## src/rtl/gauss_consts.svh

```systemverilog
`ifndef GAUSS_CONSTS_SVH
`define GAUSS_CONSTS_SVH

// datapath widths
`define PIX_W          8                    // unsigned pixel
`define COEF_W         18                   // signed kernel weight
`define COEF_INT_BITS  0                    // integer bits of a weight, kernel is tuned for 0
`define SUM_W          48                   // cascade partial sum

// window geometry
`define KERNEL_SIZE    5                    // window is 5x5
`define TAP_COUNT      25                   // one tap per window position
`define ROW_SPACING    5                    // extra delay per lower row, in clocks

// pixel field inside the final sum, weights are s.0.17
`define OUT_LSB        (17 - `COEF_INT_BITS)

// sample to first output effect, last column of row a
`define PIPE_LATENCY   22

// gaussian weights in tap order, row a first, five per row
// format s.(COEF_INT_BITS).(17-COEF_INT_BITS), sum just under 1.0
`define GAUSS_KERNEL '{ \
  18'sh001E0, 18'sh00780, 18'sh00D20, 18'sh00780, 18'sh001E0, \
  18'sh00780, 18'sh01E01, 18'sh030C3, 18'sh01E01, 18'sh00780, \
  18'sh00D20, 18'sh01E01, 18'sh04CE4, 18'sh01E01, 18'sh00D20, \
  18'sh00780, 18'sh01E01, 18'sh030C3, 18'sh01E01, 18'sh00780, \
  18'sh001E0, 18'sh00780, 18'sh00D20, 18'sh00780, 18'sh001E0  \
}

// center weight 18'sh04CE4 is about 0.150
// corner weight 18'sh001E0 is about 0.004
// kernel is symmetric, so the tap order along a row only
// matters for which column lands on which output cycle

`endif
```

## src/rtl/gauss_pkg.sv

```systemverilog
`include "gauss_consts.svh"

package gauss_pkg;

  // one 8-bit luminance sample, always non-negative
  typedef logic [`PIX_W-1:0] pixel_t;

  // kernel weight, signed fixed point
  typedef logic signed [`COEF_W-1:0] coeff_t;

  // pixel times weight, 8 + 18 bits holds the full product
  typedef logic signed [`PIX_W+`COEF_W-1:0] product_t;

  // running sum carried from tap to tap
  typedef logic signed [`SUM_W-1:0] sum_t;

endpackage

```

## src/rtl/gauss_filter_top.sv

```systemverilog
`timescale 1ns/100ps

`include "gauss_consts.svh"

module gauss_filter_top
  import gauss_pkg::*;
(
  input  logic   clk,
  input  logic   rst,
  input  pixel_t pa,                       // row a sample, goes straight to the taps
  input  pixel_t pb,                       // rows b to e arrive in the same clock as pa
  input  pixel_t pc,
  input  pixel_t pd,
  input  pixel_t pe,
  output pixel_t p_out                     // blurred pixel, one per clock
);

  pixel_t pb_dly;                          // row b, 5 clocks late
  pixel_t pc_dly;                          // row c, 10 clocks late
  pixel_t pd_dly;                          // row d, 15 clocks late
  pixel_t pe_dly;                          // row e, 20 clocks late
  sum_t   full_sum;                        // s.17 fixed point window sum

  // each lower row sits five taps further down the cascade,
  // so it has to start five clocks later to meet the same sum
  row_delay_line #(.DEPTH(1 * `ROW_SPACING)) u_dly_b (
    .clk  (clk),
    .rst  (rst),
    .din  (pb),
    .dout (pb_dly)
  );

  row_delay_line #(.DEPTH(2 * `ROW_SPACING)) u_dly_c (
    .clk  (clk),
    .rst  (rst),
    .din  (pc),
    .dout (pc_dly)
  );

  row_delay_line #(.DEPTH(3 * `ROW_SPACING)) u_dly_d (
    .clk  (clk),
    .rst  (rst),
    .din  (pd),
    .dout (pd_dly)
  );

  row_delay_line #(.DEPTH(4 * `ROW_SPACING)) u_dly_e (
    .clk  (clk),
    .rst  (rst),
    .din  (pe),
    .dout (pe_dly)
  );

  mac_chain u_chain (
    .clk   (clk),
    .rst   (rst),
    .row_a (pa),
    .row_b (pb_dly),
    .row_c (pc_dly),
    .row_d (pd_dly),
    .row_e (pe_dly),
    .sum   (full_sum)
  );

  // integer part of the sum, no rounding and no clipping
  assign p_out = full_sum[`OUT_LSB +: `PIX_W];

endmodule

```

## src/rtl/mac_chain.sv

```systemverilog
`timescale 1ns/100ps

`include "gauss_consts.svh"

module mac_chain
  import gauss_pkg::*;
(
  input  logic   clk,
  input  logic   rst,
  input  pixel_t row_a,                    // top row of the window, undelayed
  input  pixel_t row_b,                    // rows b to e already aligned
  input  pixel_t row_c,
  input  pixel_t row_d,
  input  pixel_t row_e,
  output sum_t   sum                       // output of the last tap
);

  // weights in tap order, index 5r+j is row r and column j
  localparam coeff_t KERNEL [`TAP_COUNT] = `GAUSS_KERNEL;

  pixel_t rows [`KERNEL_SIZE];             // row streams indexed by row number
  sum_t   casc [`TAP_COUNT+1];             // casc[k] feeds tap k, casc[k+1] leaves it

  assign rows[0] = row_a;
  assign rows[1] = row_b;
  assign rows[2] = row_c;
  assign rows[3] = row_d;
  assign rows[4] = row_e;

  assign casc[0] = '0;                     // head of the chain adds to nothing

  // five taps share a row stream, each tap sees the sample one clock
  // later in the cascade, so tap 5r+j picks up column j of the window
  for (genvar r = 0; r < `KERNEL_SIZE; r++) begin : g_row
    for (genvar j = 0; j < `KERNEL_SIZE; j++) begin : g_col
      localparam int K = r * `KERNEL_SIZE + j;   // position in cascade order

      mac_tap #(
        .COEF    (KERNEL[K])
      ) u_tap (
        .clk     (clk),
        .rst     (rst),
        .pix     (rows[r]),
        .sum_in  (casc[K]),
        .sum_out (casc[K+1])
      );
    end
  end

  // full 48-bit window sum, fraction bits still attached
  assign sum = casc[`TAP_COUNT];

endmodule

```

## src/rtl/mac_tap.sv

```systemverilog
`timescale 1ns/100ps

module mac_tap
  import gauss_pkg::*;
#(
  parameter coeff_t COEF = '0              // fixed kernel weight of this tap
) (
  input  logic   clk,
  input  logic   rst,
  input  pixel_t pix,                      // row stream for this tap
  input  sum_t   sum_in,                   // partial sum from the previous tap
  output sum_t   sum_out                   // partial sum to the next tap
);

  // weight widened once to product width, sign kept
  localparam product_t COEF_EXT = product_t'(COEF);

  pixel_t   pix_q;                         // stage 1, input register
  product_t pix_ext;                       // pixel zero extended, now a positive signed value
  product_t prod_q;                        // stage 2, product register
  sum_t     sum_q;                         // stage 3, cascade sum register

  assign pix_ext = product_t'(pix_q);      // unsigned source so upper bits fill with zero

  // input register, edge e
  always_ff @(posedge clk) begin
    if (rst) begin
      pix_q <= '0;
    end else begin
      pix_q <= pix;
    end
  end

  // product register, edge e+1
  always_ff @(posedge clk) begin
    if (rst) begin
      prod_q <= '0;
    end else begin
      prod_q <= pix_ext * COEF_EXT;        // 255 * 2^17 fits in 26 signed bits
    end
  end

  // cascade sum register, edge e+2
  always_ff @(posedge clk) begin
    if (rst) begin
      sum_q <= '0;
    end else begin
      sum_q <= sum_in + sum_t'(prod_q);    // sign extend product to 48 bits
    end
  end

  assign sum_out = sum_q;                  // one clock per link of the chain

endmodule

```

## src/rtl/row_delay_line.sv

```systemverilog
`timescale 1ns/100ps

module row_delay_line
  import gauss_pkg::*;
#(
  parameter int DEPTH = 5                  // clocks of delay, 5 to 20 in this design
) (
  input  logic   clk,
  input  logic   rst,
  input  pixel_t din,                      // undelayed row stream
  output pixel_t dout                      // same stream DEPTH clocks later
);

  pixel_t shreg [DEPTH];                   // stage 0 is the newest sample

  always_ff @(posedge clk) begin
    if (rst) begin
      for (int i = 0; i < DEPTH; i++) begin
        shreg[i] <= '0;                    // flush stale pixels
      end
    end else begin
      shreg[0] <= din;                     // capture on edge e
      for (int i = 1; i < DEPTH; i++) begin
        shreg[i] <= shreg[i-1];            // one stage per clock
      end
    end
  end

  // visible after edge e+DEPTH-1, taken by the tap register on e+DEPTH
  assign dout = shreg[DEPTH-1];

endmodule

```

## config.mk

```make
export PLATFORM = sky130hd
export DESIGN_NAME = gauss_filter_top
export DESIGN_NICKNAME = d
export VERILOG_FILES = /design/src/rtl/gauss_pkg.sv /design/src/rtl/gauss_filter_top.sv /design/src/rtl/mac_chain.sv /design/src/rtl/mac_tap.sv /design/src/rtl/row_delay_line.sv
export VERILOG_INCLUDE_DIRS = /design/src /design/src/rtl
export SDC_FILE = /design/constraint.sdc
export NUM_CORES = 2
export LEC_CHECK = 0
export BUFFER_PORTS_ARGS = -buffer_cell sky130_fd_sc_hd__buf_2
export CORE_UTILIZATION = 24
export CTS_CLUSTER_SIZE = 16
export DETAILED_ROUTE_END_ITERATION = 8
export GPL_ROUTABILITY_DRIVEN = 0
export PLACE_DENSITY_LB_ADDON = 0.12
export SYNTH_ARGS = -nofsm -noshare
export SYNTH_HDL_FRONTEND = slang
export SYNTH_HIERARCHICAL = 1
export SYNTH_SLANG_ARGS = --single-unit
```

## constraint.sdc

```tcl
create_clock -name clk -period 7.1 [get_ports clk]
set_input_delay 1.775 -clock clk [delete_from_list [all_inputs] [get_ports clk]]
set_output_delay 1.775 -clock clk [all_outputs]
set_load 0.03 [all_outputs]
```

-- Word-level counts from Yosys, hierarchy flattened
Memory sizes are Yosys's and may differ from the RTL's. A register that Yosys moved wholly into a read port is not among the register bits.
Cells that the tools add are included.
- output and inout port bits: 8
- memories: 4
- bits in registers: 915
- memory bits (writable): 400
- logic and storage cells: 196
- multiplexer cells: 53
- add/subtract/negate cells: 24
- bitwise gates (word level): 50
- multipliers: 15
- memories (memory ; words ; width ; rd ports ; clocked after Yosys merged registers in ; wr ports ; RTL line ; RTL):
    u_dly_e.shreg ; 20 ; 8 ; 20 ; 1 ; 20 ; row_delay_line.sv:14 ; pixel_t shreg [DEPTH];
    u_dly_d.shreg ; 15 ; 8 ; 15 ; 1 ; 15 ; row_delay_line.sv:14 ;
    u_dly_c.shreg ; 10 ; 8 ; 10 ; 1 ; 10 ; row_delay_line.sv:14 ;
    u_dly_b.shreg ; 5 ; 8 ; 5 ; 1 ; 5 ; row_delay_line.sv:14 ;
- operator list (kind ; number):
    $mux W8 ; 50
    $add A25 B20 Y25 ; 7
    $add A25 B22 Y25 ; 6
    $mul A8 B13 Y21 const B ; 4
    $add A25 B18 Y25 ; 3
    $add A25 B21 Y25 ; 3
    $mul A8 B4 Y12 const B ; 6
    $add A25 B23 Y25 ; 2
    $or A1 B1 Y1 ; 50
    $mul A8 B7 Y15 const B ; 3
    $mul A8 B14 Y22 const B ; 2
    $add A25 B24 Y25 ; 1
    $add A20 B20 Y21 ; 1
    $add A17 B19 Y20 ; 1
    $mux W1 ; 3

-- Depth between registers and ports, before layout
- word-level depth: 3
- gate-level depth with buffers: 17
- gate-level depth less buffers: 17

-- Hierarchy
The synthesis kept the hierarchy.
- by module, submodules not included (module ; cells an instance ; sequential area each (um2) ; area an instance (um2) ; instances):
    mac_tap (u_chain.g_row[1].g_col[0].u_tap ...) ; 470 ; 1361.3 ; 4145.2 ; 5
    mac_tap (u_chain.g_row[1].g_col[1].u_tap ...) ; 456 ; 1501.4 ; 4286.6 ; 4
    mac_tap (u_chain.g_row[0].g_col[1].u_tap ...) ; 402 ; 1361.3 ; 3687.3 ; 3
    mac_tap (u_chain.g_row[1].g_col[3].u_tap ...) ; 539 ; 1501.4 ; 4690.7 ; 2
    mac_tap (u_chain.g_row[0].g_col[2].u_tap ...) ; 458 ; 1421.4 ; 4221.5 ; 2
    mac_tap (u_chain.g_row[2].g_col[4].u_tap ...) ; 468 ; 1421.4 ; 4219.0 ; 2
    mac_tap (u_chain.g_row[0].g_col[0].u_tap ...) ; 444 ; 1361.3 ; 3943.8 ; 2
    mac_tap (u_chain.g_row[2].g_col[2].u_tap) ; 594 ; 1541.5 ; 5461.5 ; 1
    mac_tap (u_chain.g_row[1].g_col[2].u_tap) ; 591 ; 1561.5 ; 4967.3 ; 1
    mac_tap (u_chain.g_row[3].g_col[2].u_tap) ; 571 ; 1561.5 ; 4840.9 ; 1
    row_delay_line (u_dly_e) ; 345 ; 3203.1 ; 4366.7 ; 1
    mac_tap (u_chain.g_row[4].g_col[4].u_tap) ; 425 ; 1361.3 ; 3806.2 ; 1
    mac_tap (u_chain.g_row[4].g_col[0].u_tap) ; 396 ; 1361.3 ; 3694.8 ; 1
    row_delay_line (u_dly_d) ; 261 ; 2402.3 ; 3280.6 ; 1
    3 more rows ; - ; - ; - ; -

-- Worst setup path before layout
OpenSTA, ideal clock, no wires.
- path kind: reg2reg
- start: register u_chain.g_row[2].g_col[2].u_tap.pix_q[5]
- end: register u_chain.g_row[2].g_col[2].u_tap.prod_q[21]
- data arrival time: 4215 ps
- slack: 2764 ps
- buffers on the path: 0
- cell stages (with the launch flop): 17
- data required time: 6979 ps
- library setup time: 121 ps
- cell sequence: dfxtp_1 -> fa_1 -> inv_1 -> fa_1 -> inv_1 -> fa_1 -> inv_1 -> fa_1 -> inv_1 -> ha_1 -> inv_1 -> nor2_1 -> a311o_1 -> o31ai_4 -> o21ai_1 -> a31oi_1 -> mux2_2
- longest elaborated chain between the ends: 1
- RTL lines (element ; RTL line ; RTL):
    start, declared ; mac_tap.sv:18 ; pixel_t pix_q;
    start signal, assigned ; mac_tap.sv:30 ; pix_q <= pix;
    $mul A8 B13 Y21 ; mac_tap.sv:39 ; prod_q <= pix_ext * COEF_EXT;
    end signal, assigned ; mac_tap.sv:39 ;
    end, declared ; mac_tap.sv:20 ; product_t prod_q;
Every way passes these cells.
A chain may end at the register's enable or synchronous reset.

-- Final worst setup path
Same ends and word-level chain as after synthesis.

==> impl_metrics.json <==
{
  "postSynthCellCount": 8778,
  "die_y_microns": 595.2,
  "antenna_found_initial": 26,
  "hold_viol": 0,
  "dp.final_hpwl_microns": 150500,
  "cts.repair.resized": 0,
  "slew_violations": 0,
  "cp.arrival_ps": 5410,
  "ant_nets": 0,
  "cp_common_cell": "inv_1",
  "die_area_sq_um": 354300,
  "grt_pass1_wl_microns": 322100,
  "outcome": "completed",
  "route.vias.total": 56920,
  "path_class": "reg -> reg",
  "layout.cells.non_filler": 13450,
  "min_period_ps": 4656,
  "timing.fmax_ghz": 0.2148,
  "dr.pass1.iters": 7,
  "placed_cells": 13080,
  "drt_iter0_drc": 2262,
  "layout-drive-gt1-share_pct": 7.330,
  "worstPathRequired_ps": 7850,
  "tritoncts": "built",
  "start_util_pct": 24.15,
  "cp-end-kind": "register",
  "grt_pass1_vias": 58230,
  "fill_cells": 36970,
  "grt_max_degree": 195,
  "cts_setup_buffers": 0,
  "clock-root-buffer": "clkbuf_16",
  "syn_area_sq_um": 84460,
  "fp.coreArea_sq_um": 349700,
  "wire_per_inst_microns": 14.89,
  "syn2layout_area_growth_pct": 13.69,
  "setup_ws_ps": 2444,
  "period_share_pct": 65.58,
  "setup_tns_ps": 0,
  "groute.usage.overall_pct": 11.18,
  "total_power_w": 0.02167,
  "final_design_area_no_fill_sq_um": 96030,
  "worstMarginPinSlew_ps": 1042,
  "ios": 50,
  "drc_errors": 0,
  "postCtsHoldBufs": 0,
  "rr_worst_depth": 16,
  "clkSinkCount": 1561,
  "path_cells": "fa_1, inv_1, fa_1, inv_1, fa_1, inv_1, fa_1, inv_1, ha_1, inv_1, nor2_1, a311o_1, o31ai_4, o21ai_1, a31oi_1, mux2_2",
  "die_x_microns": 595.2,
  "slew_headroom_pct": 30.51,
  "clk_pin_slew_ps": 60,
  "slowest_stage": "fa_1",
  "power_density_nw_per_um2": 225.7,
  "placed_cell_area_sq_um": 88910,
  "finalClockSkew_ps": 82.53,
  "yosys_warnings": 6,
  "clock_path_buffers": 4,
  "cap_violations": 0,
  "hp-class": "reg -> reg",
  "whs_path_depth": 1,
  "setup-violations-final": 0,
  "portBuffers": 49,
  "critPathMaxStageDelay_ps": 560,
  "rsz0062_at_grt": "no",
  "viasPerCell": 4.233,
  "peakVddDrop_v": 0.0001855,
  "p_leak_nw": 43.57,
  "clock_latency_ps": 890,
  "htree_levels": 4,
  "place_ws_ps": 2478,
  "worst-path-max-fanout": 6,
  "start_kind": "register",
  "rows": 217,
  "numCtsBuffers": 199,
  "routed_wl_microns": 200200,
  "avgSynthCellArea_sq_um": 9.622,
  "grt.overflow.total": 0,
  "fin_nets": 10050
}
## critical path: cells and delay by family (launching register included)
| family | cells | cell delay (ps) |
|---|---|---|
| flip-flops | 1 | 410 |
| buffers and inverters | 5 | 330 |
| AND/OR/NAND/NOR | 1 | 60 |
| adder cells (fa/ha/maj) | 5 | 2390 |
| AO/OA/AOI/OAI | 4 | 990 |
| multiplexers | 1 | 350 |
## worst paths after layout
kind	to	slack (ps)	from
setup / recovery	u_chain/g_row[2].g_col[2].u_tap/prod_q[21]	2440	u_chain/g_row[2].g_col[2].u_tap/pix_q[5]
hold / removal	u_dly_d/shreg[2][13]	420	u_dly_d/shreg[2][5]
hold reg to reg	u_dly_d/shreg[2][13]	420	u_dly_d/shreg[2][5]
setup reg to reg	u_chain/g_row[2].g_col[2].u_tap/prod_q[21]	2440	u_chain/g_row[2].g_col[2].u_tap/pix_q[5]
## flip-flops by register name, indices dropped and copies added (netlist names)
signal,flops
u_dly_b/shreg,40
u_chain/g_row.g_col.u_tap/pix_q,200
u_dly_e/shreg,160
u_chain/g_row.g_col.u_tap/prod_q,383
u_dly_d/shreg,120
u_chain/g_row.g_col.u_tap/sum_out,578
u_dly_c/shreg,80
## layout by cell type (no fill, tap or decap), drive strengths merged, types with 131 or more instances in the layout
cell / count
a211oi: 131
xnor2: 276
nand2: 314
xor2: 222
fa: 293
a21o: 201
a21oi: 503
dfxtp: 1561
inv: 655
o21ai: 296
nor2: 825
ha: 1035
clkbuf: 276
nor2b: 910
## routing by layer
layer  vias to the layer above  share of wire (%)  global-route usage (%)  wire [microns]
li1                      29320                  -                       -               -
met1                     26630                 50                   15.36           99300
met2                       709                 45                   18.18           89330
met3                       261                3.3                   1.606            6648
met4                         0                2.5                   3.052            4934
met5                         -                  0                       0               0
## stage by stage
stage | hold slack (ps) | util [%]
global placement | 412.4 | 25.43
detailed placement | 417.6 | 25.43
CTS | 408.3 | 27.45
finish | 419.0 | 27.46
floorplan | 410.9 | -
global route | 421.1 | 27.46
## power breakdown
part,internal (W),switching [W],total (W)
Combinational,0.000649,0.00103,0.00168
Sequential,0.00902,0.000156,0.00918
Clock,0.00669,0.00413,0.0108
Total,0.0164,0.00531,0.0217
## layout make-up
type	count	area, sq um	share of cell area [%]
clock inverters	86	1338	1.393
inverters	650	2440	2.541
flip-flops and latches	1561	31250	32.54
well taps	4599	5754	5.992
multi-input cells	6199	48980	51.01
diodes	9	22.52	0.02345
clock buffers	276	5752	5.990
repair buffers	68	490.5	0.5108
No activity file was read; power rests on OpenSTA's default activity.
